**config.mk**
```make
export PLATFORM = sky130hd
export DESIGN_NAME = packet_decoder
export DESIGN_NICKNAME = d
export VERILOG_FILES = /design/src/logic/testchip_pkg.sv /design/src/logic/packet_decoder.sv
export SDC_FILE = /design/constraint.sdc
export NUM_CORES = 1
export LEC_CHECK = 0
export ABC_AREA = 1
export BUFFER_PORTS_ARGS = -buffer_cell sky130_fd_sc_hd__buf_2
export CAP_MARGIN = 20
export CORE_AREA = 2 2 87 89
export DETAILED_ROUTE_END_ITERATION = 12
export DIE_AREA = 0 0 89 91
export PLACE_DENSITY = 0.8
export SYNTH_ARGS = -nofsm -noshare
export SYNTH_HDL_FRONTEND = slang
export SYNTH_SLANG_ARGS = --single-unit
```
**constraint.sdc**
```tcl
create_clock -name clk_in -period 0.8 [get_ports clk_in]
set_input_delay 0 -clock clk_in [delete_from_list [all_inputs] [get_ports clk_in]]
set_output_delay 0 -clock clk_in [all_outputs]
set_load 0.05 [all_outputs]
```
**src/logic/testchip_pkg.sv**
```systemverilog
package testchip_pkg;

    // Word and address geometry of one SRAM bank
    localparam int DATA_W = 32;
    localparam int ADDR_W = 8;
    localparam int MASK_W = 4;
    localparam int DEPTH  = 256;

    // Command packet as it arrives from the analyzer or the GPIO pins.
    // Selects and write enable are active low, as on the macro pins.
    typedef struct packed {
        logic              bank_sel;
        logic              csb0_n;
        logic              web0_n;
        logic [MASK_W-1:0] wmask;
        logic [ADDR_W-1:0] addr0;
        logic [DATA_W-1:0] wdata;
        logic              csb1_n;
        logic [ADDR_W-1:0] addr1;
    } packet_t;

    // Read/write port command, active high
    typedef struct packed {
        logic              en;
        logic              we;
        logic [MASK_W-1:0] wmask;
        logic [ADDR_W-1:0] addr;
        logic [DATA_W-1:0] wdata;
    } rw_cmd_t;

    // Read-only port command
    typedef struct packed {
        logic              en;
        logic [ADDR_W-1:0] addr;
    } ro_cmd_t;

    // Read request that follows the data through the pipeline
    typedef struct packed {
        // Port 0 read
        logic rd0;
        // Port 1 read
        logic rd1;
        logic bank;
    } rd_req_t;

    // Idle values used after reset and for the unselected bank
    localparam rw_cmd_t RW_CMD_IDLE = '{
        en:    1'b0,
        we:    1'b0,
        wmask: '0,
        addr:  '0,
        wdata: '0
    };

    localparam ro_cmd_t RO_CMD_IDLE = '{
        en:   1'b0,
        addr: '0
    };

endpackage

```
**src/logic/packet_decoder.sv**
```systemverilog
`timescale 1ns/1ns

module packet_decoder (
    input  logic                  clk_in,
    input  logic                  arst_n,
    input  logic                  in_select,
    input  testchip_pkg::packet_t analyzer_packet,
    input  testchip_pkg::packet_t gpio_packet,
    output testchip_pkg::rw_cmd_t rw_cmd0,
    output testchip_pkg::rw_cmd_t rw_cmd1,
    output testchip_pkg::ro_cmd_t ro_cmd0,
    output testchip_pkg::ro_cmd_t ro_cmd1,
    output testchip_pkg::rd_req_t req
);

    testchip_pkg::packet_t packet;
    testchip_pkg::rw_cmd_t rw_cmd;
    testchip_pkg::ro_cmd_t ro_cmd;
    testchip_pkg::rw_cmd_t rw_cmd0_d;
    testchip_pkg::rw_cmd_t rw_cmd1_d;
    testchip_pkg::ro_cmd_t ro_cmd0_d;
    testchip_pkg::ro_cmd_t ro_cmd1_d;
    testchip_pkg::rd_req_t req_d;
    logic                  rw_en;
    logic                  ro_en;

    // Source select, 0 takes the analyzer
    always_comb begin
        if (in_select) begin
            packet = gpio_packet;
        end else begin
            packet = analyzer_packet;
        end
    end

    assign rw_en = ~packet.csb0_n;
    assign ro_en = ~packet.csb1_n;

    // Active-high form of the packet fields
    always_comb begin
        rw_cmd.en    = rw_en;
        rw_cmd.we    = rw_en & ~packet.web0_n;
        rw_cmd.wmask = packet.wmask;
        rw_cmd.addr  = packet.addr0;
        rw_cmd.wdata = packet.wdata;
        ro_cmd.en    = ro_en;
        ro_cmd.addr  = packet.addr1;
    end

    // Steer enables to the addressed bank
    always_comb begin
        rw_cmd0_d    = rw_cmd;
        rw_cmd1_d    = rw_cmd;
        ro_cmd0_d    = ro_cmd;
        ro_cmd1_d    = ro_cmd;
        rw_cmd0_d.en = rw_cmd.en & ~packet.bank_sel;
        rw_cmd0_d.we = rw_cmd.we & ~packet.bank_sel;
        rw_cmd1_d.en = rw_cmd.en & packet.bank_sel;
        rw_cmd1_d.we = rw_cmd.we & packet.bank_sel;
        ro_cmd0_d.en = ro_cmd.en & ~packet.bank_sel;
        ro_cmd1_d.en = ro_cmd.en & packet.bank_sel;
    end

    // A port 0 access counts as a read only when not writing
    always_comb begin
        req_d.rd0  = rw_en & packet.web0_n;
        req_d.rd1  = ro_en;
        req_d.bank = packet.bank_sel;
    end

    always_ff @(posedge clk_in or negedge arst_n) begin
        if (!arst_n) begin
            rw_cmd0 <= testchip_pkg::RW_CMD_IDLE;
            rw_cmd1 <= testchip_pkg::RW_CMD_IDLE;
            ro_cmd0 <= testchip_pkg::RO_CMD_IDLE;
            ro_cmd1 <= testchip_pkg::RO_CMD_IDLE;
            req     <= '0;
        end else begin
            rw_cmd0 <= rw_cmd0_d;
            rw_cmd1 <= rw_cmd1_d;
            ro_cmd0 <= ro_cmd0_d;
            ro_cmd1 <= ro_cmd1_d;
            req     <= req_d;
        end
    end

endmodule

```
======== After elaboration in Yosys (flattened, before gate mapping) ========
Index checks and enable logic that the tools add are counted.
operators by class
  add/subtract/negate cells ............... 0
  muxes and demuxes ....................... 1
  eq/ne operators ......................... 0
  order comparisons ....................... 0
  bitwise gates (word level) .............. 12
  reductions and logical operators ........ 0
  div/mod/pow operators ................... 0
  shift-type cells ........................ 0
  $mul .................................... 0
operator list
  cell               number
  56-bit 2-to-1 mux  1
  1-bit bitwise AND  8
  1-bit NOT          4
storage, ports and cells
  memory bits (writable) .................. 0
  bits in read-only memories .............. 0
  latch bits .............................. 0
  bits of input ports ..................... 115
  memories ................................ 0
  output and inout port bits .............. 113
  register bits after elaboration ......... 61

======== Longest topological paths before layout ========
  depth after elaboration ................. 4
  gate-level depth with buffers ........... 6

======== Least setup slack after synthesis ========
No wires, ideal clock.
  path kind ............................... register to output
  start ................................... register ro_cmd1[0] (netlist name)
  end ..................................... output port ro_cmd1[0] (netlist name)
  path slack .............................. -0.086 ns
  required time ........................... 0.800 ns
  cell stages (with the launch flop) ...... 2
  buffers on the path ..................... 1
  arrival ................................. 0.886 ns
  cells stage by stage .................... dfrtp_1 > buf_4
RTL lines
  what                      line                  RTL
  start: declaration        packet_decoder.sv:12  output testchip_pkg::ro_cmd_t ro_cmd1,
  start signal: assignment  packet_decoder.sv:76  ro_cmd1 <= testchip_pkg::RO_CMD_IDLE;
  start signal: assignment  packet_decoder.sv:82  ro_cmd1 <= ro_cmd1_d;
No word-level cell between the ends.

======== Worst setup path after layout ========
  start ................................... register rw_cmd1[37] (netlist name)
  end ..................................... output port rw_cmd1[37] (netlist name)
RTL lines
  what                      line                  RTL
  start: declaration        packet_decoder.sv:10  output testchip_pkg::rw_cmd_t rw_cmd1,
  start signal: assignment  packet_decoder.sv:74  rw_cmd1 <= testchip_pkg::RW_CMD_IDLE;
  start signal: assignment  packet_decoder.sv:80  rw_cmd1 <= rw_cmd1_d;
No word-level cell between the ends.

==> metrics list <==
* Post-synthesis average cell area: between 8 and 9 um^2
* Most frequent cells after synthesis: 167 x nand2_1, 61 x dfrtp_1, 58 x buf_4, 7 x nor2_1
* Final WS setup: -0.1413 ns
- Final Hold Viols: 0
- From synthesis to final layout, the design area changed by 106.9%.
- Final wirelength: between 10000 and 15000 um
* Inserted Clock Buffers: 9
- Final critical-path share of the clock period: 117.7%
- Total nets after synthesis: roughly 430
* Input/output buffers: 227
- The number of antenna diodes in the final layout is 0.
- Headroom to the max-slew limit came out at between 80% and 90%.
* Final ANT Viol Nets: 0
- In this run the deepest clock path goes through 2 buffers.
* Clock tree root driver cell: clkbuf_8
- Dominant cells by area after synthesis: dfrtp_1 56%, nand2_1 23%, buf_4 16%, buf_6 2.5%, nor2_1 0.96%
* Number of max-cap violations: 0
- By startpoint and endpoint, the worst setup path is classified as reg2out.
* Final Core Density: 79.12%
- Failing checks: negative setup slack
* Number of unique standard cell types used by synthesis: 10
- Dividing the detail-routed via count by the number of cells gives around 4.6.
- Summed over all instances, the cell type with the most area after synthesis is dfrtp_1.
- After synthesis, the share of flip-flops with an asynchronous set or reset is 100.0%.
* Layout cells sized above 1: 50.58%
- Non-filler instance count after layout: 704
- Combinational family with the most area after synthesis: simple AND/OR/NAND/NOR gates
* Switching power as a share of total power: 34.47%
* Post-synthesis simple-gate area fraction: 24.16%
- Worst-case vdd ir drop: between 1 and 1.5 mV
- The most used flip-flop cell after synthesis is dfrtp_1.
* Power per standard cell area: 1917 mW/mm^2
* Worst Path Max Fanout: 2
- Antenna violations before repair: 0
- CORE AREA: 0.007137 mm^2
- Fraction of the mapped netlist area in compound gates: less than 1%
- The finished cells cover ~0.0056 mm^2.
- The number of buffers and inverters on the critical path is 1.
- Summed over all layers, the global routing overflow is 0.
- Worst hold path class: in2reg
- Internal cell power: around 7.1 mW
- Largest net degree at the start of global routing: 29
* Multi-input combinational cell area: 673.1 um^2
- STA puts the critical path data required time at 0.80 ns.
* Vias in the first global route: roughly 3400
- First-pass GRT wire length: roughly 17000 um
- Of the post-synthesis cell area, the dominant cell type holds 55.94%.
- The largest single stage delay on the critical path is 0.41 ns.
* Max stage delay cell, worst path: dfrtp_2
- For this run, design rule violations remaining after detail routing come to 0.
- Worst hold path depth: 6
- In this run the number of cells on the critical path is 1.
- Register share of total power: 33.0%
* Die Area: between 0.008 and 0.009 mm^2
* CP Launch Type: flip-flop
- Xor and xnor area share after synthesis: 0%
- Summing over every cut layer, the via total after detailed routing is about 3300.
- After detailed routing, the average wire length per cell comes to 16.50 um.
- Worst path top cell family by delay: flip-flops
- Number of setup violations in the final report: roughly 110
* Clock H-tree levels: 3
- Summed over all cells, the static leakage comes to 2.977 nW.
- Traced cell by cell, the critical path runs through buf_4.
- The final layout contains 715 nets.
* Number of slew-limit violations in the final report: 0
- Once placement finished, the instance area stood at between 0.003 and 0.004 mm^2.
* Proportion of power drawn by the clock network: between 30% and 40%
* FMAX: 1062 MHz
* Register area share after synthesis: 55.94%
* Mapped cell area: approximately 0.0027 mm^2
- In this run, synthesis inferred 0 flip-flops with an integrated enable.
* Total GRT Usage: 27.29%
- The cell count after synthesis came out at 310.
* Post-synthesis share of cell area spent on full adders, half adders and majority gates: 0%
* Iteration-0 DRC count of the detailed router: 88
- Routability-driven placement finished with a final weighted congestion of 0.7684.
- Counting the fill cells in the layout gives between 300 and 400.
- Element type at the critical path end: output port
* Count of yosys warnings during synthesis: 0
- The run finished, with violations left.
* Clock-pin slew on the worst setup and hold paths: 0.08 ns
* Multiplexer fraction of the synthesized cell area: 0%
* Most used standard cell by instance count after synthesis: nand2_1
* Die width: 89 um
- Data arrives at the worst endpoint at 0.94 ns.
- Number of top-level pins: 228
- Buffers added to address setup during post-CTS repair amount to 0.
- Relative contribution of combinational cells to total power: 35.4%
* 1st-pass router iterations: 6
- Final critical path time including I/O delays and setup: 0.9413 ns
- Clock tree from TritonCTS: built
* CTS sink count: between 60 and 70
* HPWL after DPL: approximately 5500 um
* Std-Cell Rows: 31
* Unrepaired setup endpoints after global routing: true
* Net switching power of the design: 3.732 mW
- The die is 91 um tall.
- Worst slew pin tran: 0.2955 ns
* Sum of negative setup slack: -12.26 ns
* Initial core utilization: a little under two fifths
- # placed instances: 580
- Summing all flip-flop and latch instances after layout gives 0.001592 mm^2.
- Final Hold Slack: 0.03190 ns
- Counting flops and latches in the post-synthesis netlist gives 61.
path summary, 6_finish.rpt:
| kind | from | endpoint | slack [ns] |
|---|---|---|---|
| max in group asynchronous | arst_n | ro_cmd1[3] | 0.23 |
| worst min-delay path | analyzer_packet[54] | req[2] | 0.03 |
| worst max-delay path | rw_cmd1[37] | rw_cmd1[37] | -0.14 |
| min in group asynchronous | arst_n | rw_cmd1[39] | 0.10 |
power groups by stage:
stage | registers [mW] | clock network, mW | logic [mW]
after global routing | 3.60 | 3.61 | 3.99
after CTS | 3.53 | 3.45 | 3.62
after detailed placement | 3.51 | 0 | 2.80
final | 3.57 | 3.42 | 3.83
after global placement | 3.50 | 0 | 2.78
after floorplan | 4.37 | 0 | 1.37
tightest hold or removal path, cell delays in order:
cell and delay, ns:
buf_2 0.07, inv_1 0.03, nand2_1 0.06, nand2_2 0.06
inv_2 0.06, nor2_1 0.04
area by class of cell:
class	instances	area share [%]
clock buffers	12	2.748
clock inverters	4	1.684
inverters	8	0.5318
multi-input cells	177	11.92
flip-flops and latches	61	28.19
well taps	99	2.194
repair buffers	343	52.74
cell families after synthesis:
logic type / count (synthesis)
AO/OA/AOI/OAI: 2
buffers and inverters: 72
flip-flops: 61
AND/OR/NAND/NOR: 175
per-stage QoR:
step | setup slack (ns) | total power [mW]
finish | -0.1413 | 10.83
global route | -0.1699 | 11.19
CTS | -0.1362 | 10.60
detailed placement | 0.03208 | 6.315
global placement | 0.08646 | 6.281
floorplan | 0.05570 | 5.745
per-layer routing:
layer  GRT usage (%)  vias to the layer above  share of wire, %
li1                -                     1454                 -
met1           25.97                     1510                33
met2           50.50                      238                51
met3           10.55                       51                11
met4           11.44                        0               4.5
met5               0                        -                 0
cell usage in the layout (no fill, tap or decap), drive strengths merged:
| cell | instances |
|---|---|
| buf | 234 |
| nand2 | 168 |
| dlygate4sd3 | 109 |
| dfrtp | 61 |
| clkbuf | 12 |
| inv | 8 |
| nor2 | 7 |
| bufinv | 3 |
| o21ai | 2 |
| clkinv | 1 |
registers in the layout, summed over array words and instances, names as in the netlist:
register / cells
req: 3
ro_cmd0: 1
ro_cmd1: 9
rw_cmd0: 2
rw_cmd1: 46
timing repair:
| action | 4_1_cts | 5_1_grt |
|---|---|---|
| hold endpoints to repair | 117 | 0 |
| hold buffers | 109 | 0 |
| gates resized for setup | 174 | 42 |
| endpoints found under the setup margin | 113 | 119 |
No activity file was read; power rests on OpenSTA's default activity.
