File: src/logic/testchip_pkg.sv
package testchip_pkg;

    // Word and address geometry of one SRAM bank
    localparam int DATA_W = 32;
    localparam int ADDR_W = 8;
    localparam int MASK_W = 4;
    localparam int DEPTH  = 256;

    // Command packet as it arrives from the analyzer or the GPIO pins.
    // Selects and write enable are active low, as on the macro pins.
    typedef struct packed {
        logic              bank_sel;
        logic              csb0_n;
        logic              web0_n;
        logic [MASK_W-1:0] wmask;
        logic [ADDR_W-1:0] addr0;
        logic [DATA_W-1:0] wdata;
        logic              csb1_n;
        logic [ADDR_W-1:0] addr1;
    } packet_t;

    // Read/write port command, active high
    typedef struct packed {
        logic              en;
        logic              we;
        logic [MASK_W-1:0] wmask;
        logic [ADDR_W-1:0] addr;
        logic [DATA_W-1:0] wdata;
    } rw_cmd_t;

    // Read-only port command
    typedef struct packed {
        logic              en;
        logic [ADDR_W-1:0] addr;
    } ro_cmd_t;

    // Read request that follows the data through the pipeline
    typedef struct packed {
        // Port 0 read
        logic rd0;
        // Port 1 read
        logic rd1;
        logic bank;
    } rd_req_t;

    // Idle values used after reset and for the unselected bank
    localparam rw_cmd_t RW_CMD_IDLE = '{
        en:    1'b0,
        we:    1'b0,
        wmask: '0,
        addr:  '0,
        wdata: '0
    };

    localparam ro_cmd_t RO_CMD_IDLE = '{
        en:   1'b0,
        addr: '0
    };

endpackage

File: src/logic/read_port_select.sv
`timescale 1ns/1ns

module read_port_select (
    input  logic                            clk_in,
    input  logic                            arst_n,
    input  testchip_pkg::rd_req_t           req,
    input  logic [testchip_pkg::DATA_W-1:0] dout0,
    input  logic [testchip_pkg::DATA_W-1:0] dout1,
    output logic [testchip_pkg::DATA_W-1:0] bank_data,
    output testchip_pkg::rd_req_t           bank_req
);

    testchip_pkg::rd_req_t req_q;

    // Delay the request by one cycle to meet the SRAM output
    always_ff @(posedge clk_in or negedge arst_n) begin
        if (!arst_n) begin
            req_q <= '0;
        end else begin
            req_q <= req;
        end
    end

    // Port 0 wins when both ports read
    always_comb begin
        if (req_q.rd0) begin
            bank_data = dout0;
        end else begin
            bank_data = dout1;
        end
    end

    assign bank_req = req_q;

endmodule

File: config.mk
export PLATFORM = sky130hd
export DESIGN_NAME = read_port_select
export DESIGN_NICKNAME = d
export VERILOG_FILES = /design/src/logic/testchip_pkg.sv /design/src/logic/read_port_select.sv
export SDC_FILE = /design/constraint.sdc
export NUM_CORES = 1
export LEC_CHECK = 0
export ABC_AREA = 1
export BUFFER_PORTS_ARGS = -buffer_cell sky130_fd_sc_hd__buf_2
export CAP_MARGIN = 40
export CORE_UTILIZATION = 23
export CTS_CLUSTER_SIZE = 40
export DETAILED_ROUTE_END_ITERATION = 12
export HOLD_SLACK_MARGIN = 0.02
export PLACE_DENSITY = 0.72
export SLEW_MARGIN = 5
export SYNTH_ARGS = -nofsm -noshare
export SYNTH_HDL_FRONTEND = slang
export SYNTH_SLANG_ARGS = --single-unit
export TNS_END_PERCENT = 20
File: constraint.sdc
create_clock -name clk_in -period 0.8 [get_ports clk_in]
set_input_delay 0.12 -clock clk_in [delete_from_list [all_inputs] [get_ports clk_in]]
set_output_delay 0.12 -clock clk_in [all_outputs]
set_load 0.02 [all_outputs]
# == Word level (Yosys, flattened, before mapping) ==
# Cells that the tools add are included.
# W data, S select, Z words.
# totals
in_bits,69
output_inout_bits,35
latchBits,0
mem_bits_ro,0
mem_bits_rw,0
memories,0
regBits,3
elab_cells,4
# classes
n_div,0
shifts,0
reduce_logical,0
magnitude_cmp,0
muxes,1
n_eq_ne,0
n_mul,0
n_addsub,0
bitwise,0
# ops
cell,count
$mux W32,1

# == Logic depth before layout (Yosys ltp) ==
# Gate-level depths: netlist of the first run.
# depth
ltp_word,1
depth_mapped,5
mapped_depth_nobuf,3

# == Least setup slack after synthesis of the first run ==
# OpenSTA, ideal clock, no wires.
# synth_path
path_type,reg2out
startpoint,register req_q (netlist bit bank_req[2])
endpoint,output port bank_data[0] (netlist bit)
n_path_buf,2
slack_ps,-303
stages_incl_launch_ff,6
arrival_ps,983
cell_sequence,dfrtp_1 > buf_6 > inv_8 > buf_12 > nand2_2 > nand2_1
# synth_via
elab_chain_len,1
# synth_lines
element,line,source
from (decl),read_port_select.sv:13,testchip_pkg::rd_req_t req_q;
from (signal assigned),read_port_select.sv:20,req_q <= req;
$mux W32,read_port_select.sv:26,if (req_q.rd0) begin
to (decl),read_port_select.sv:9,"output logic [testchip_pkg::DATA_W-1:0] bank_data,"
# Every way passes these cells.

# == Final worst setup path of the first run ==
# layout_path
startpoint,register req_q (netlist bit bank_req[2])
endpoint,output port bank_data[6] (netlist bit)
# Same word-level chain as after synthesis.

==> results_tabular.tex, run 1 <==
\begin{tabular}{lr}
\hline
Metric & Value \\
\hline
\multicolumn{2}{l}{\textbf{Die}} \\
\quad Core area & 0.00228 sq mm \\
\quad Number of placement rows & 17 \\
\quad Number of ports placed on the die boundary & 104 \\
\quad DIE AREA & 0.00267 sq mm \\
\quad Y dimension of the die & 51.6 um \\
\quad Die extent in x & 51.6 um \\
\quad Starting utilization of the core area & 0.249 \\
\multicolumn{2}{l}{\textbf{STA}} \\
\quad Hold violation total from the final report & 0 \\
\quad Slew of the pin with the lowest slew margin & 0.120 ns \\
\quad Total Negative Setup Slacks & -16.84 ns \\
\quad Setup ws final & -0.537 ns \\
\quad Headroom to the max-slew limit & 0.921 \\
\quad Unrepaired setup endpoints after global routing & yes \\
\quad Final period demand of the worst path & 1.34 ns \\
\quad Worst Hold Margin & 0.217 ns \\
\quad Final count of pins violating max slew & 0 \\
\quad Max frequency & 748 MHz \\
\quad Final-report setup violation count & 35 \\
\quad Part of the cycle the worst path needs & 1.67 \\
\multicolumn{2}{l}{\textbf{GRT}} \\
\quad Overall overflow remaining after global route & 0 \\
\quad Antenna violations before repair & 0 \\
\quad Global router's overall resource usage & 0.168 \\
\quad Vias in the first global route & 846 \\
\quad Global-route wire length before repair & 3400 um \\
\quad Largest net degree at the start of global routing & 33 \\
\multicolumn{2}{l}{\textbf{Synth}} \\
\quad Synth Register Bits & 3 \\
\quad Area of the mapped netlist & 567 sq um \\
\quad Distinct cells, synth & 7 \\
\quad Post-Syn Nets & 176 \\
\quad Synthesized instance count & 107 \\
\quad Synthesized area per cell & 5.30 sq um \\
\quad Yosys warning total & 0 \\
\quad Register area share after synthesis & 0.132 \\
\multicolumn{2}{l}{\textbf{Route}} \\
\quad Iteration-0 DRC Markers & 13 \\
\quad Routed wire length per instance & 12.8 um \\
\quad Number of nets still failing antenna checks after routing & 0 \\
\quad Residual DRC & 0 \\
\quad Drt total wl & 3210 um \\
\quad Number of iterations in the first detailed-routing pass & 4 \\
\quad Routed via count divided by cell count & 4.44 \\
\quad Total number of vias & 1,111 \\
\multicolumn{2}{l}{\textbf{Place}} \\
\quad Routability congestion estimate from global placement & 0.668 \\
\quad Cell area after placement & 0.00116 sq mm \\
\quad Count of port buffers added during placement & 103 \\
\quad DP HPWL & 1740 um \\
\multicolumn{2}{l}{\textbf{Finish}} \\
\quad Final layout net count & 292 \\
\quad Top library cells by usage in the layout, fill and taps aside & buf\_2, nand2\_2, buf\_6 \\
\quad Fraction of final layout cells with drive strength greater than 1 & 0.860 \\
\quad Antenna Diode Count & 0 \\
\quad Post-layout utilization of the core & 0.745 \\
\quad Post-route cell area & 0.00170 sq mm \\
\quad Filler cell count in the final layout & 178 \\
\quad Layout overhead on the synthesized area & 199\% \\
\quad Flip-flop count of the largest register after layout & 3 \\
\quad Most common cell after layout, fill and taps aside & buf\_2 \\
\multicolumn{2}{l}{\textbf{Flow run}} \\
\quad Number of violations of the max-capacitance limit & 0 \\
\multicolumn{2}{l}{\textbf{Worst setup path}} \\
\quad Dominant delay contributor by cell family on the critical path & buffers and inverters \\
\quad CP max FO & 6 \\
\quad Classification of the worst setup path & reg2out \\
\quad Crit path largest cell delay & 0.43 ns \\
\quad Slowest cell on crit path & dfrtp\_2 \\
\quad Cell-by-cell trace of the critical path & buf\_12 > clkbuf\_16 > nand2\_4 > nand2\_2 > buf\_6 \\
\quad Data arrival at the endpoint of the critical path & 1.22 ns \\
\quad Worst setup EP type & primary output \\
\quad Data required time at the worst endpoint & 0.68 ns \\
\quad Number of buffer and inverter stages on the critical path & 3 \\
\quad Startpoint types & flop \\
\multicolumn{2}{l}{\textbf{Clock tree}} \\
\quad Reg clk slew, reported paths & 0.04 ns \\
\quad H-tree depth & 1 \\
\quad CTS max path bufs & 2 \\
\quad Clock tree from TritonCTS & yes \\
\quad Number of CTS-inserted buffers & 3 \\
\quad Total number of clock tree sinks & 3 \\
\quad Root buffer cell & clkbuf\_4 \\
\multicolumn{2}{l}{\textbf{Power and ir drop}} \\
\quad Worst supply voltage drop on vdd & 0.000801 V \\
\quad Leakage & 0.000976 uW \\
\quad Post-layout power & 1540 uW \\
\quad Cell area power density & 910 mW/mm\^{}2 \\
\multicolumn{2}{l}{\textbf{Run status}} \\
\quad Result of the run & finished with violations \\
\quad Violated checks & setup timing \\
\multicolumn{2}{l}{\textbf{Worst hold path}} \\
\quad Class of the worst hold path & in2async \\
\hline
\end{tabular}
==> what timing repair did <==
item,4_1_cts,5_1_grt
hold endpoints to repair,6,0
hold buffers,4,0
resized for setup,39,70
cloned,0,5
pin swaps,0,2
setup endpoints to repair,35,35
buffers inserted,0,3
==> layout make-up <==
| cell class | instances | area (sq um) | area share |
|---|---|---|---|
| tap | 28 | 35.0 | 0.0207 |
| clock buffer | 4 | 26.3 | 0.0155 |
| timing repair buffer | 117 | 920 | 0.542 |
| timing repair inverter | 1 | 16.3 | 0.00959 |
| sequential | 3 | 76.3 | 0.0450 |
| multi-input combinational | 96 | 606 | 0.357 |
| inverter | 1 | 16.3 | 0.00959 |
==> metrics by stage <==
step,worst slack (ns),instances
6_report,-0.537,250
5_1_grt,-0.575,250
4_1_cts,-0.516,242
3_5_place_dp,-0.271,234
3_3_place_gp,-0.280,234
2_1_floorplan,-0.242,107
==> power breakdown <==
group / switching [uW] / internal, uW / total (uW)
Sequential: 5.75 / 161 / 167
Clock: 90.1 / 188 / 278
Combinational: 542 / 557 / 1100
Total: 637 / 905 / 1540
==> cells by family after synthesis <==
group | synth area share
buffers and inverters | 0.188
flip-flops | 0.132
AND/OR/NAND/NOR | 0.680
==> how the worst max path moves through the flow <==
stage          cells past startpoint                   from       endpoint  slack (ns)
2_1_floorplan                      5  bank_req[2]$_DFF_PN0_  bank_data[10]       -0.24
3_3_place_gp                       4  bank_req[2]$_DFF_PN0_  bank_data[28]       -0.28
3_5_place_dp                       4  bank_req[2]$_DFF_PN0_  bank_data[12]       -0.27
4_1_cts                            4  bank_req[2]$_DFF_PN0_   bank_data[1]       -0.52
5_1_grt                            5  bank_req[2]$_DFF_PN0_  bank_data[23]       -0.57
6_report                           5  bank_req[2]$_DFF_PN0_   bank_data[6]       -0.54
==> cells in the mapped netlist, drive strengths merged <==
| master | count | area, sq um |
|---|---|---|
| buf | 4 | 53.8 |
| clkbuf | 3 | 41.3 |
| dfrtp | 3 | 75.1 |
| inv | 1 | 11.3 |
| nand2 | 96 | 385 |
==> metal layers <==
layer	wire, um	vias to the layer above	part of all wire	track usage
met5	0	-	0	0
met3	242	2	0.075	0.0351
met1	1080	504	0.34	0.169
met2	1870	61	0.58	0.329
li1	-	544	-	-
met4	14	0	0.0044	0.0676
No activity file was read; power rests on OpenSTA's default activity.
==> run 2, diff against run 1 <==
--- a/config.mk
+++ b/config.mk
@@ -8,11 +8,13 @@
 export ABC_AREA = 1
 export BUFFER_PORTS_ARGS = -buffer_cell sky130_fd_sc_hd__buf_2
 export CAP_MARGIN = 40
-export CORE_UTILIZATION = 23
+export CELL_PAD_IN_SITES_DETAIL_PLACEMENT = 1
+export CELL_PAD_IN_SITES_GLOBAL_PLACEMENT = 1
+export CORE_UTILIZATION = 12
 export CTS_CLUSTER_SIZE = 40
 export DETAILED_ROUTE_END_ITERATION = 12
 export HOLD_SLACK_MARGIN = 0.02
-export PLACE_DENSITY = 0.72
+export PLACE_DENSITY = 0.73
 export SLEW_MARGIN = 5
 export SYNTH_ARGS = -nofsm -noshare
 export SYNTH_HDL_FRONTEND = slang
==> constraint.sdc (replaced) <==
create_clock -name clk_in -period 0.8 [get_ports clk_in]
set_input_delay 0.12 -clock clk_in [delete_from_list [all_inputs] [get_ports clk_in]]
set_output_delay 0.12 -clock clk_in [all_outputs]
set_load 0.01 [all_outputs]
==> run 2 against run 1 <==
  * The run ends with DRC, setup timing left
  * Combinational power decreased by 40%
  * Hold slack improved by 0.027 ns
  * Sequential share of layout area rose by 1.4 points
  * Cell area decreased by 24%
  * Final cell count increased by 6.8%
  * Non-clock buffer count down 7
  * Via count shrank 4.5%
  * Wire length is 18% lower
  * Fmax rose by 3.1%
  * First-iteration DRC count is 110% higher
  * Core utilization is 45 points lower
  * Critical path type unchanged
==> results_tabular.tex, run 2 (same netlist as run 1, synthesis figures left out) <==
\begin{tabular}{lr}
\hline
Metric & Value \\
\hline
\multicolumn{2}{l}{\textbf{Die}} \\
\quad Starting utilization of the core area & 0.128 \\
\quad Core area & 0.00444 sq mm \\
\quad Y dimension of the die & 70.7 um \\
\quad Number of placement rows & 24 \\
\quad DIE AREA & 0.00500 sq mm \\
\quad Number of ports placed on the die boundary & 104 \\
\quad Die extent in x & 70.7 um \\
\multicolumn{2}{l}{\textbf{Place}} \\
\quad Cell area after placement & 0.00116 sq mm \\
\quad Count of port buffers added during placement & 103 \\
\quad DP HPWL & 2100 um \\
\quad Routability congestion estimate from global placement & 0.646 \\
\multicolumn{2}{l}{\textbf{Power and ir drop}} \\
\quad Switching portion of total power & 0.336 \\
\quad Comb pwr share & 0.520 \\
\quad Part of the total power dissipated in sequential elements & 0.135 \\
\quad Leakage & 0.000810 uW \\
\quad Clock share of power & 0.345 \\
\quad Internal & 841 uW \\
\quad Sw Pwr & 425 uW \\
\quad Cell area power density & 979 mW/mm\^{}2 \\
\quad Worst supply voltage drop on vdd & 0.000573 V \\
\multicolumn{2}{l}{\textbf{Finish}} \\
\quad Filler cell count in the final layout & 613 \\
\quad Post-layout utilization of the core & 0.291 \\
\quad Antenna Diode Count & 0 \\
\quad Most common cell after layout, fill and taps aside & buf\_2 \\
\quad Post-route cell area & 0.00129 sq mm \\
\quad Area of the multi-input gates & 465 sq um \\
\quad Top library cells by usage in the layout, fill and taps aside & buf\_2, nand2\_1, nand2\_2 \\
\quad Layout overhead on the synthesized area & 128\% \\
\quad Fraction of final layout cells with drive strength greater than 1 & 0.716 \\
\quad Flip-flop count of the largest register after layout & 3 \\
\quad Final layout net count & 285 \\
\quad Reg area & 76.3 sq um \\
\multicolumn{2}{l}{\textbf{STA}} \\
\quad Max frequency & 771 MHz \\
\quad Final-report setup violation count & 35 \\
\quad Unrepaired setup endpoints after global routing & yes \\
\quad Slew of the pin with the lowest slew margin & 0.201 ns \\
\quad Setup ws final & -0.497 ns \\
\quad Final count of pins violating max slew & 0 \\
\quad Final period demand of the worst path & 1.30 ns \\
\quad Part of the cycle the worst path needs & 1.62 \\
\quad Hold violation total from the final report & 0 \\
\quad Headroom to the max-slew limit & 0.866 \\
\multicolumn{2}{l}{\textbf{Worst setup path}} \\
\quad Data required time at the worst endpoint & 0.68 ns \\
\quad Cell-by-cell trace of the critical path & bufinv\_16 > nand2\_1 > nand2\_2 > buf\_2 \\
\quad Crit path largest cell delay & 0.47 ns \\
\quad Worst setup EP type & primary output \\
\quad Classification of the worst setup path & reg2out \\
\quad Slowest cell on crit path & dfrtp\_2 \\
\quad Startpoint types & flop \\
\quad Data arrival at the endpoint of the critical path & 1.18 ns \\
\quad CP max FO & 16 \\
\multicolumn{2}{l}{\textbf{Clock tree}} \\
\quad Clock tree from TritonCTS & yes \\
\quad Number of CTS-inserted buffers & 3 \\
\quad Reg clk slew, reported paths & 0.03 ns \\
\quad CTS max path bufs & 2 \\
\quad Root buffer cell & clkbuf\_8 \\
\quad Buffers inserted during post-CTS setup optimization & 0 \\
\quad Total number of clock tree sinks & 3 \\
\quad H-tree depth & 1 \\
\multicolumn{2}{l}{\textbf{Route}} \\
\quad Iteration-0 DRC Markers & 27 \\
\quad Number of iterations in the first detailed-routing pass & 7 \\
\quad Residual DRC & 16 \\
\quad Routed via count divided by cell count & 3.97 \\
\quad Routed wire length per instance & 9.91 um \\
\quad Number of nets still failing antenna checks after routing & 0 \\
\quad Total number of vias & 1,061 \\
\quad Drt total wl & 2650 um \\
\multicolumn{2}{l}{\textbf{Run status}} \\
\quad Violated checks & DRC, setup timing \\
\quad Result of the run & finished with violations \\
\multicolumn{2}{l}{\textbf{GRT}} \\
\quad Overall overflow remaining after global route & 0 \\
\quad Global-route wire length before repair & 4210 um \\
\quad Largest net degree at the start of global routing & 18 \\
\quad Vias in the first global route & 1,030 \\
\quad Antenna violations before repair & 0 \\
\quad Global router's overall resource usage & 0.104 \\
\multicolumn{2}{l}{\textbf{Flow run}} \\
\quad Number of violations of the max-capacitance limit & 0 \\
\multicolumn{2}{l}{\textbf{Worst hold path}} \\
\quad Class of the worst hold path & in2async \\
\hline
\end{tabular}
[run 2: cell type report]
class,count,share of cell area
flip-flops and latches,3,0.0590
repair buffers,110,0.466
well taps,52,0.0503
clock buffers,4,0.0348
repair inverters,1,0.00677
inverters,1,0.0232
multi-input cells,96,0.360
[run 2: timing repair]
action / CTS / global route
hold buffers: 4 / 0
gates cloned: 1 / 0
endpoints found under the setup margin: 35 / 35
pin swaps: 0 / 0
resized for setup: 2 / 4
endpoints found under the hold margin: 6 / 0
[run 2: stage by stage]
| stage | hold slack (ns) | setup TNS, ns | std cells | setup slack [ns] | total power, uW |
|---|---|---|---|---|---|
| floorplan | -0.176 | -5.27 | 107 | -0.170 | 500 |
| global route | 0.270 | -17.23 | 267 | -0.570 | 1370 |
| detailed placement | -0.0734 | -9.80 | 258 | -0.321 | 794 |
| finish | 0.245 | -15.13 | 267 | -0.497 | 1270 |
| global placement | -0.0747 | -9.18 | 258 | -0.300 | 780 |
| CTS | 0.227 | -16.19 | 267 | -0.529 | 1280 |
[run 2: routing by layer]
layer	vias up	wire (um)	global-route usage
met2	65	1360	0.204
met1	464	971	0.109
met5	-	0	0
met3	2	303	0.0171
met4	0	10	0.0400
li1	530	-	-
[run 2: worst max-delay path by stage]
stage / cells after the start / to / startpoint
after floorplan: 5 / bank_data[10] / bank_req[2]$_DFF_PN0_
after global placement: 4 / bank_data[9] / bank_req[2]$_DFF_PN0_
after detailed placement: 4 / bank_data[23] / bank_req[2]$_DFF_PN0_
after CTS: 4 / bank_data[23] / bank_req[2]$_DFF_PN0_
after global routing: 4 / bank_data[25] / bank_req[2]$_DFF_PN0_
final: 4 / bank_data[20] / bank_req[2]$_DFF_PN0_
[run 2: power groups by stage]
stage	clock network [uW]	logic (uW)	registers, uW
floorplan	0	330	170
global placement	0	610	170
detailed placement	0	623	171
CTS	450	660	172
global route	460	733	172
finish	437	659	171
[run 2: worst max-delay path: cells and delay by family, from the launching register on]
| kind | cells | cell delay (ns) |
|---|---|---|
| and+or+nand+nor | 2 | 0.12 |
| buffers and inverters | 2 | 0.37 |
| DFF | 1 | 0.47 |
