===== config.mk =====
export PLATFORM = sky130hd
export DESIGN_NAME = bank_output_select
export DESIGN_NICKNAME = d
export VERILOG_FILES = /design/src/logic/testchip_pkg.sv /design/src/logic/bank_output_select.sv
export SDC_FILE = /design/constraint.sdc
export NUM_CORES = 1
export LEC_CHECK = 0
export ABC_AREA = 1
export BUFFER_PORTS_ARGS = -buffer_cell sky130_fd_sc_hd__buf_4
export CAP_MARGIN = 15
export CORE_MARGIN = 8
export CORE_UTILIZATION = 40
export CTS_BUF_LIST = sky130_fd_sc_hd__clkbuf_8
export CTS_CLUSTER_SIZE = 16
export DETAILED_ROUTE_END_ITERATION = 10
export PLACE_DENSITY = 0.75
export SYNTH_ARGS = -nofsm -noshare
export SYNTH_HDL_FRONTEND = slang
export SYNTH_SLANG_ARGS = --single-unit

===== constraint.sdc =====
create_clock -name clk_in -period 1 [get_ports clk_in]
set_clock_uncertainty 0.2 [all_clocks]
set_input_delay 0.05 -clock clk_in [delete_from_list [all_inputs] [get_ports clk_in]]
set_output_delay 0.05 -clock clk_in [all_outputs]
set_load 0.02 [all_outputs]

===== src/logic/testchip_pkg.sv =====
package testchip_pkg;

    // Word and address geometry of one SRAM bank
    localparam int DATA_W = 32;
    localparam int ADDR_W = 8;
    localparam int MASK_W = 4;
    localparam int DEPTH  = 256;

    // Command packet as it arrives from the analyzer or the GPIO pins.
    // Selects and write enable are active low, as on the macro pins.
    typedef struct packed {
        logic              bank_sel;
        logic              csb0_n;
        logic              web0_n;
        logic [MASK_W-1:0] wmask;
        logic [ADDR_W-1:0] addr0;
        logic [DATA_W-1:0] wdata;
        logic              csb1_n;
        logic [ADDR_W-1:0] addr1;
    } packet_t;

    // Read/write port command, active high
    typedef struct packed {
        logic              en;
        logic              we;
        logic [MASK_W-1:0] wmask;
        logic [ADDR_W-1:0] addr;
        logic [DATA_W-1:0] wdata;
    } rw_cmd_t;

    // Read-only port command
    typedef struct packed {
        logic              en;
        logic [ADDR_W-1:0] addr;
    } ro_cmd_t;

    // Read request that follows the data through the pipeline
    typedef struct packed {
        // Port 0 read
        logic rd0;
        // Port 1 read
        logic rd1;
        logic bank;
    } rd_req_t;

    // Idle values used after reset and for the unselected bank
    localparam rw_cmd_t RW_CMD_IDLE = '{
        en:    1'b0,
        we:    1'b0,
        wmask: '0,
        addr:  '0,
        wdata: '0
    };

    localparam ro_cmd_t RO_CMD_IDLE = '{
        en:   1'b0,
        addr: '0
    };

endpackage


===== src/logic/bank_output_select.sv =====
`timescale 1ns/1ns

module bank_output_select (
    input  logic                            clk_in,
    input  logic                            arst_n,
    input  logic [testchip_pkg::DATA_W-1:0] bank_data0,
    input  logic [testchip_pkg::DATA_W-1:0] bank_data1,
    input  testchip_pkg::rd_req_t           bank_req,
    output logic [testchip_pkg::DATA_W-1:0] sram_data,
    output logic                            rd_valid
);

    logic [testchip_pkg::DATA_W-1:0] read_data;
    logic                            any_rd;

    assign any_rd = bank_req.rd0 | bank_req.rd1;

    // Bank select
    always_comb begin
        if (bank_req.bank) begin
            read_data = bank_data1;
        end else begin
            read_data = bank_data0;
        end
    end

    // sram_data keeps the last read word between reads
    always_ff @(posedge clk_in or negedge arst_n) begin
        if (!arst_n) begin
            sram_data <= '0;
            rd_valid  <= 1'b0;
        end else begin
            rd_valid <= any_rd;
            if (any_rd) begin
                sram_data <= read_data;
            end
        end
    end

endmodule


# Yosys cells after proc, flatten, opt, wreduce, memory -nomap -nowiden
# Index checks and enable logic that the tools add are counted.
[totals] register_bits=33 inputBits=69 out_inout_bits=33 word_cells=4
[op_classes] n_mux=1 bitwise_logic=1
[op_table] op="$mux W32" n=1
[op_table] op="$or A1 B1 Y1" n=1

# Longest topological paths before layout
# Gate-level depths: netlist (run 1).
[logic_depth] depth_word=1 depth_mapped=7 ltp_nobuf=5

# Worst setup path before layout (run 1)
# No wires, ideal clock.
[synth_timing] path_type="register to register" start="register, netlist name sram_data[29]" end="register sram_data[29] in the netlist's numbering" setup_ns=0.116 arrival_time_ns=0.563 required_ns=0.684 path_slack_ns=0.120 path_stages_with_launch=3 path_buffers=0 synth_period_minus_slack_ns=0.880 path_cell_list="dfrtp_1 -> nand2_1 -> nand2_1"
[synth_rtl] item="end signal, assigned" line="bank_output_select.sv:35" source="sram_data <= read_data;"
[synth_rtl] item="end, declared" line="bank_output_select.sv:9" source="output logic [testchip_pkg::DATA_W-1:0] sram_data,"

# Worst setup path after layout (run 1)
[layout_timing] start="register sram_data[10] in the netlist's numbering" end="output sram_data[10] in the netlist's numbering"
# No word-level cell between the ends.

==> results of run 1 <==
-- routing by layer --
layer | vias to the layer above | GRT usage (%) | routed length (µm)
met5 | - | 0 | 0
met4 | 0 | 10.9 | 249
met3 | 28 | 8.28 | 629
met2 | 125 | 41.1 | 4340
met1 | 1092 | 20.6 | 2690
li1 | 1075 | - | -
-- worst min-delay path: cells and delay by family --
family	cells	cell delay, ns
simple gates	3	0.15
buf+inv	2	0.26
-- registers in the layout, indices dropped and copies added, names as in the netlist --
| register | cells |
|---|---|
| rd_valid | 1 |
| sram_data | 32 |
-- layout make-up --
| cell class | count | area, µm² | share of cell area, % |
|---|---|---|---|
| diodes | 3 | 7.51 | 0.210 |
| clock buffers | 5 | 68.8 | 1.93 |
| clock inverters | 3 | 11.3 | 0.316 |
| inverters | 2 | 10.0 | 0.281 |
| multi-input cells | 193 | 769 | 21.6 |
| flip-flops and latches | 33 | 826 | 23.1 |
| well taps | 50 | 62.6 | 1.75 |
| repair buffers | 186 | 1810 | 50.8 |
-- how the worst min path moves through the flow --
| stage | depth (start not counted) | from | slack, ns | endpoint |
|---|---|---|---|---|
| after floorplan | 0 | arst_n | -0.45 | rd_valid$_DFF_PN0_ |
| after global placement | 1 | arst_n | -0.19 | sram_data[20]$_DFFE_PN0P_ |
| after detailed placement | 1 | arst_n | -0.18 | rd_valid$_DFF_PN0_ |
| after CTS | 5 | bank_req[2] | 0.02 | sram_data[5]$_DFFE_PN0P_ |
| after global routing | 5 | bank_req[2] | 0.02 | sram_data[31]$_DFFE_PN0P_ |
| final | 5 | bank_req[2] | 0.03 | sram_data[2]$_DFFE_PN0P_ |
-- Yosys cell counts --
cell and count:
nor2_4 1, nand2_1 192, inv_4 1, buf_2 3, dfrtp_1 33, buf_4 4, inv_2 1, buf_6 6
-- kinds of logic after synthesis --
kind of cell	count (synthesis)
simple gates	193
buf+inv	15
flops	33
-- per-stage QoR --
stage | total power, µW | setup TNS, ns | hold slack [ns] | setup WS, ns
2_1_floorplan | 2020 | 0 | -0.446 | 0.120
3_3_place_gp | 2530 | -0.462 | -0.188 | -0.0253
3_5_place_dp | 2560 | -1.75 | -0.180 | -0.0695
4_1_cts | 3810 | -1.83 | 0.0200 | -0.0704
5_1_grt | 4130 | -3.02 | 0.0232 | -0.121
6_report | 3950 | -1.84 | 0.0337 | -0.0782
-- report_power, final --
group	internal (µW)	total, µW	switching, µW	leakage, µW
Sequential	1470	1580	109	0.000401
Clock	463	904	441	0.0000519
Combinational	817	1460	646	0.00181
Total	2750	3950	1200	0.00226
-- repair_timing --
action                                 4_1_cts  5_1_grt
hold buffers                                65        0
pin swaps                                    0       21
gates resized for setup                     33       52
buffers inserted                            10        7
setup endpoints to repair                   33       57
endpoints found under the hold margin       65        0
==> results.cfg, run 1 <==
[logic_synthesis]
synth_xor_area_share_pct = 0
yosysSeqAreaShare_pct = 49.1
synth_top_area_share_pct = 49.1
syn_inst = 241
synth_nets = 310
yosysUniqueCellTypes = 8
synthAdderAreaFrac_pct = 0
synth_compound_area_share_pct = 0
synthMuxAreaShare_pct = 0
yosysTopAreaCell = dfrtp_1
synth_top_family_by_area = simple AND/OR/NAND/NOR gates
syn_area_um2 = 1680
yosysWarnings = 0
syn_avg_cell_area_um2 = 6.97
synthSimpleGateAreaFrac_pct = 43.6
yosys-top-cells-area = dfrtp_1 (49%), nand2_1 (43%), buf_6 (4.0%)
synth_seq_cells = 33

[place]
hpwl_mm = 3.97
gp_congestion = 0.712
dpl_cell_area_um2 = 2480
port_buffers = 101
dpl.cell_count = 386

[final_layout]
drive_above_1_share_pct = 34.1
layout.nets = 490
stdcell_area_um2 = 3570
final_common_cell = nand2_1
syn_to_final_growth_pct = 112
final_core_util_pct = 88.6
nFillCells = 200
layout.cells.non_filler = 475
layout_common_cells = nand2_1 (177), buf_4 (85), dlymetal6s4s_1 (37)

[drt]
vias_per_cell = 4.88
wire_per_inst_um = 16.7
drt_iter0_drc = 108
wirelength_mm = 7.92
drc = 0
dr_total_vias = 2320
drt-pass1-iter-count = 4
ant_nets = 0

[floorplan]
die_h_um = 80.8
initial_core_util_pct = 41.7
die-area_um2 = 6530
die_w_um = 80.8
pin_count = 102
rows = 23
fp.coreArea_um2 = 4030

[setup_path]
rrSetupSlack_ns = 0.02
path_max_fanout = 2
cp_top_family = flip-flops
crit_end = sram_data[10]
worstPathRequired_ns = 0.75
r2r_end = sram_data[10]$_DFFE_PN0P_
critical_path.cell_chain = buf_6
crit_cells = 1
slowest_stage = dfrtp_1
max_stage_delay_ns = 0.41
worstPathArrival_ns = 0.83
reg2reg_from = sram_data[10]$_DFFE_PN0P_
r2r_cells = 3
cp_num_buf_inv = 1
worstSetupEndpointType = output pin
crit_start = sram_data[10]$_DFFE_PN0P_
criticalPathCategory = reg -> out
cp-start-kind = flop

[sta]
fmax_ghz = 0.928
hold_viol_final = 0
relSlewSlack_pct = 61.8
fin_crit_sh_pct = 108
final_max_slew_viol_count = 0
fin_ws_ns = -0.0782
period_needed_ns = 1.08
worst_pin_slew_ns = 0.572
setup_viol = 36
rsz0062_at_grt = true

[global_routing]
antenna_found_initial = 0
grt_use_total_pct = 22.1
grt_overflow_total = 0
grt_pass1_vias = 2419
grt_pass1_wl_mm = 11.2
grt_max_degree = 34

[run_status]
status = finished, violations left
violations = negative setup slack

[cts]
cts_made_buffers = 5
cts.path.max_buffers = 2
cts.sinks = 33
cts_tree = done
path_clk_slew_ns = 0.07
h-tree-depth = 2
root_buffer = clkbuf_8
clock_latency_ns = 0.27

[power]
leakage_uw = 0.00226
irDropWorstVdd_mv = 0.717
powerDensity_nw_per_um2 = 1110

[hold_path]
hold_class = in -> reg

[job]
max_cap_viol_count = 0
(Power assumes the default switching activity.)
==> run 2: changes to the inputs <==
CAP_MARGIN = default   (was 15)
SETUP_SLACK_MARGIN = 0.15   (was default)
==> results.cfg, run 2 (synthesized netlist as in run 1, its figures left out) <==
[global_routing]
grt_pass1_wl_mm = 8.22
antenna_found_initial = 0
grt_use_total_pct = 16.3
grt_max_degree = 34
grt_overflow_total = 0
grt_pass1_vias = 1734

[setup_path]
crit_cells = 1
critical_path.cell_chain = buf_6
slowest_stage = dfrtp_2
cp_top_family = flip-flops
r2r_cells = 4
criticalPathCategory = reg -> out
worstSetupEndpointType = output pin
cp-start-kind = flop
worstPathArrival_ns = 0.84
cp_num_buf_inv = 1
path_max_fanout = 2
worstPathRequired_ns = 0.75
max_stage_delay_ns = 0.42

[place]
port_buffers = 101
dpl.cell_count = 384
hpwl_mm = 3.77
gp_congestion = 0.719
place_ws_ns = -0.0920

[drt]
vias_per_cell = 4.45
drc = 0
wirelength_mm = 5.07
dr_total_vias = 1772
drt_iter0_drc = 60
drt-pass1-iter-count = 4
wire_per_inst_um = 12.7
ant_nets = 0

[sta]
relSlewSlack_pct = 64.6
hold_viol_final = 32
fin_ws_ns = -0.0853
fin_crit_sh_pct = 109
worst_pin_slew_ns = 0.530
fmax_ghz = 0.921
final_max_slew_viol_count = 0
setup_viol = 34
rsz0062_at_grt = true
period_needed_ns = 1.09
whs_ns = -0.152

[cts]
path_clk_slew_ns = 0.07
cts.sinks = 33
h-tree-depth = 2
cts_tree = done
hold_buffers = 1
clock_latency_ns = 0.28
cts_made_buffers = 5
cts.path.max_buffers = 2
root_buffer = clkbuf_8

[power]
finalPower_uw = 3980
powerDensity_nw_per_um2 = 1410
leakage_uw = 0.00160
irDropWorstVdd_mv = 0.872

[final_layout]
largest_register = sram_data
final_core_util_pct = 70.2
drive_above_1_share_pct = 46.0
final_common_cell = nand2_1
largest_register_ffs = 32
top_regs = sram_data x32, rd_valid x1
layout.nets = 416
syn_to_final_growth_pct = 68.3
layout_common_cells = nand2_1 (185), buf_4 (70), buf_6 (38)
layout.cells.non_filler = 398
n_antenna_cell = 0

[hold_path]
min_delay_path_depth = 5
hold_class = in -> reg

[floorplan]
fp.coreArea_um2 = 4030
die_h_um = 80.8
pin_count = 102
rows = 23
die_w_um = 80.8
initial_core_util_pct = 41.7
die-area_um2 = 6530

[job]
max_cap_viol_count = 0

[run_status]
status = finished, violations left
violations = negative hold slack, negative setup slack
run 2: layout make-up:
cell class              count  area (µm²)
clock inverters             2        33.8
repair buffers            112        1020
well taps                  50        62.6
fillers                   366        1200
inverters                   2        10.0
clock buffers               6        82.6
flip-flops and latches     33         866
multi-input cells         193         749
run 2: per-layer routing:
layer | GRT usage (%) | up-vias | wire length [µm]
met4 | 6.43 | 0 | 71
li1 | - | 922 | -
met2 | 26.9 | 51 | 2690
met1 | 18.6 | 794 | 1890
met3 | 6.51 | 5 | 416
met5 | 0 | - | 0
run 2: per-stage QoR:
stage | hold WS, ns | area [µm²] | TNS [ns]
after CTS | -0.159 | 2780 | -2.78
after floorplan | -0.446 | 1720 | 0
final | -0.152 | 2830 | -2.43
after detailed placement | -0.182 | 2500 | -1.67
after global routing | -0.146 | 2830 | -3.60
after global placement | -0.188 | 2500 | -1.28
run 2: worst paths after layout:
check | slack (ns) | endpoint | from
setup / recovery | -0.09 | sram_data[11] | sram_data[11]$_DFFE_PN0P_
setup reg to reg | -0.02 | sram_data[12]$_DFFE_PN0P_ | sram_data[12]$_DFFE_PN0P_
hold / removal | -0.15 | sram_data[28]$_DFFE_PN0P_ | bank_data0[28]
hold reg to reg | 0.28 | sram_data[15]$_DFFE_PN0P_ | sram_data[15]$_DFFE_PN0P_
max in group asynchronous | 0.32 | sram_data[4]$_DFFE_PN0P_ | arst_n
min in group asynchronous | 0.03 | sram_data[9]$_DFFE_PN0P_ | arst_n
run 2: power by group:
part	total [µW]	switching (µW)	internal [µW]
Sequential	1590	98.3	1490
Clock	1280	475	802
Combinational	1110	522	589
run 2: timing repair:
| item | in CTS | in global routing |
|---|---|---|
| gates resized for setup | 35 | 10 |
| endpoints found under the hold margin | 65 | 32 |
| buffers inserted | 3 | 2 |
| pin swaps | 0 | 1 |
| endpoints found under the setup margin | 33 | 81 |
==> run 3: changes to the inputs <==
RECOVER_POWER = 100   (was default)
==> results.cfg, run 3 (synthesized netlist as in run 1, its figures left out) <==
[final_layout]
n_antenna_cell = 0
regArea_um2 = 866
layout.cells.non_filler = 398
layout_common_cells = nand2_1 (185), buf_4 (68), buf_6 (35)
drive_above_1_share_pct = 45.4
syn_to_final_growth_pct = 66.9
largest_register = sram_data
multiInputGateArea_um2 = 742
top_regs = sram_data x32, rd_valid x1
final_common_cell = nand2_1
layout.nets = 416
largest_register_ffs = 32
nFillCells = 372

[power]
switchingPower_uw = 1090
powerDensity_nw_per_um2 = 1410
p_int_uw = 2870
p_clk_share_pct = 32.2
sw_frac_of_total_pct = 27.5
leakage_uw = 0.00159
power_frac_comb_pct = 27.7
irDropWorstVdd_mv = 0.872
seqPwrFrac_pct = 40.1

[setup_path]
max_stage_delay_ns = 0.42
worstPathRequired_ns = 0.75
path_max_fanout = 2
cp-start-kind = flop
worstPathArrival_ns = 0.83
cp_top_family = flip-flops
cp_num_buf_inv = 1
critical_path.cell_chain = buf_6
slowest_stage = dfrtp_2
worstSetupEndpointType = output pin
criticalPathCategory = reg -> out

[drt]
vias_per_cell = 4.46
drc = 0
ant_nets = 0
drt_iter0_drc = 60
dr_total_vias = 1774
wire_per_inst_um = 12.7
drt-pass1-iter-count = 4
wirelength_mm = 5.06

[global_routing]
grt_overflow_total = 0
grt_pass1_vias = 1734
grt_pass1_wl_mm = 8.22
grt_max_degree = 34
antenna_found_initial = 0
grt_use_total_pct = 16.3

[sta]
worst_pin_slew_ns = 0.529
fmax_ghz = 0.924
period_needed_ns = 1.08
setup_viol = 34
relSlewSlack_pct = 64.7
hold_viol_final = 32
fin_crit_sh_pct = 108
whs_ns = -0.151
rsz0062_at_grt = true
final_max_slew_viol_count = 0
fin_ws_ns = -0.0828

[place]
port_buffers = 101
gp_congestion = 0.719
place_ws_ns = -0.0920
hpwl_mm = 3.77
dpl.cell_count = 384

[floorplan]
die_w_um = 80.8
fp.coreArea_um2 = 4030
initial_core_util_pct = 41.7
rows = 23
die-area_um2 = 6530
die_h_um = 80.8
pin_count = 102

[cts]
path_clk_slew_ns = 0.07
cts_tree = done
clock_latency_ns = 0.28
hold_buffers = 1
cts.sinks = 33
cts.path.max_buffers = 2
h-tree-depth = 2
root_buffer = clkbuf_8
cts_made_buffers = 5

[job]
max_cap_viol_count = 0

[run_status]
violations = negative hold slack, negative setup slack
status = finished, violations left

[hold_path]
hold_class = in -> reg
[run 3: cell count changes in the layout (fill, tap and decap cells not counted)]
cell,before,now
clkbuf_1,0,1
nor2_1,0,1
buf_4,70,68
buf_6,38,35
clkbuf_4,0,4
nor2_4,1,0
[run 3: area by class of cell]
class	instances	share of cell area [%]
timing repair buffer	112	36.0
sequential	33	30.9
multi-input combinational	193	26.4
clock buffer	6	2.94
tap	50	2.23
clock inverter	2	1.20
inverter	2	0.357
[run 3: through the flow]
step | TNS [ns] | cell area (µm²) | hold slack [ns] | power (µW) | utilization, %
floorplan | 0 | 1720 | -0.446 | 2060 | -
global placement | -1.28 | 2500 | -0.188 | 2560 | 62.1
detailed placement | -1.67 | 2500 | -0.182 | 2570 | 62.1
CTS | -2.78 | 2780 | -0.159 | 3990 | 69.0
global route | -3.57 | 2810 | -0.146 | 4180 | 69.6
finish | -2.38 | 2810 | -0.151 | 3960 | 69.6
[run 3: power by group through the flow]
| stage | sequential, µW | combinational, µW | clock, µW |
|---|---|---|---|
| 2_1_floorplan | 1760 | 299 | 0 |
| 3_3_place_gp | 1580 | 975 | 0 |
| 3_5_place_dp | 1580 | 991 | 0 |
| 4_1_cts | 1590 | 1100 | 1310 |
| 5_1_grt | 1610 | 1190 | 1380 |
| 6_report | 1590 | 1090 | 1280 |
[run 3: final timing paths]
| kind | startpoint | to | slack (ns) | cells after the start |
|---|---|---|---|---|
| max | sram_data[12]$_DFFE_PN0P_ | sram_data[12] | -0.08 | 1 |
| min | bank_data0[28] | sram_data[28]$_DFFE_PN0P_ | -0.15 | 5 |
| max reg2reg | sram_data[12]$_DFFE_PN0P_ | sram_data[12]$_DFFE_PN0P_ | -0.02 | 4 |
| min reg2reg | sram_data[10]$_DFFE_PN0P_ | sram_data[10]$_DFFE_PN0P_ | 0.28 | 2 |
| max in group asynchronous | arst_n | sram_data[4]$_DFFE_PN0P_ | 0.17 | 2 |
| min in group asynchronous | arst_n | sram_data[9]$_DFFE_PN0P_ | 0.10 | 2 |
[run 3: layer usage]
metal / GRT usage [%] / part of all wire, %
met1: 18.6 / 37
met4: 6.43 / 1.4
met2: 26.9 / 53
met5: 0 / 0
met3: 6.51 / 8.2
[run 3: what timing repair did]
| item | CTS | global route |
|---|---|---|
| cloned | 0 | 0 |
| buffers inserted | 3 | 2 |
| resized for setup | 35 | 10 |
| setup endpoints to repair | 33 | 81 |
| hold endpoints to repair | 65 | 32 |
| pin swaps | 0 | 1 |
[run 3: worst min-delay path: stages]
cell,delay (ns)
buf_4,0.07
nand2_1,0.04
nand2_1,0.05
nand2_1,0.04
nand2_1,0.05
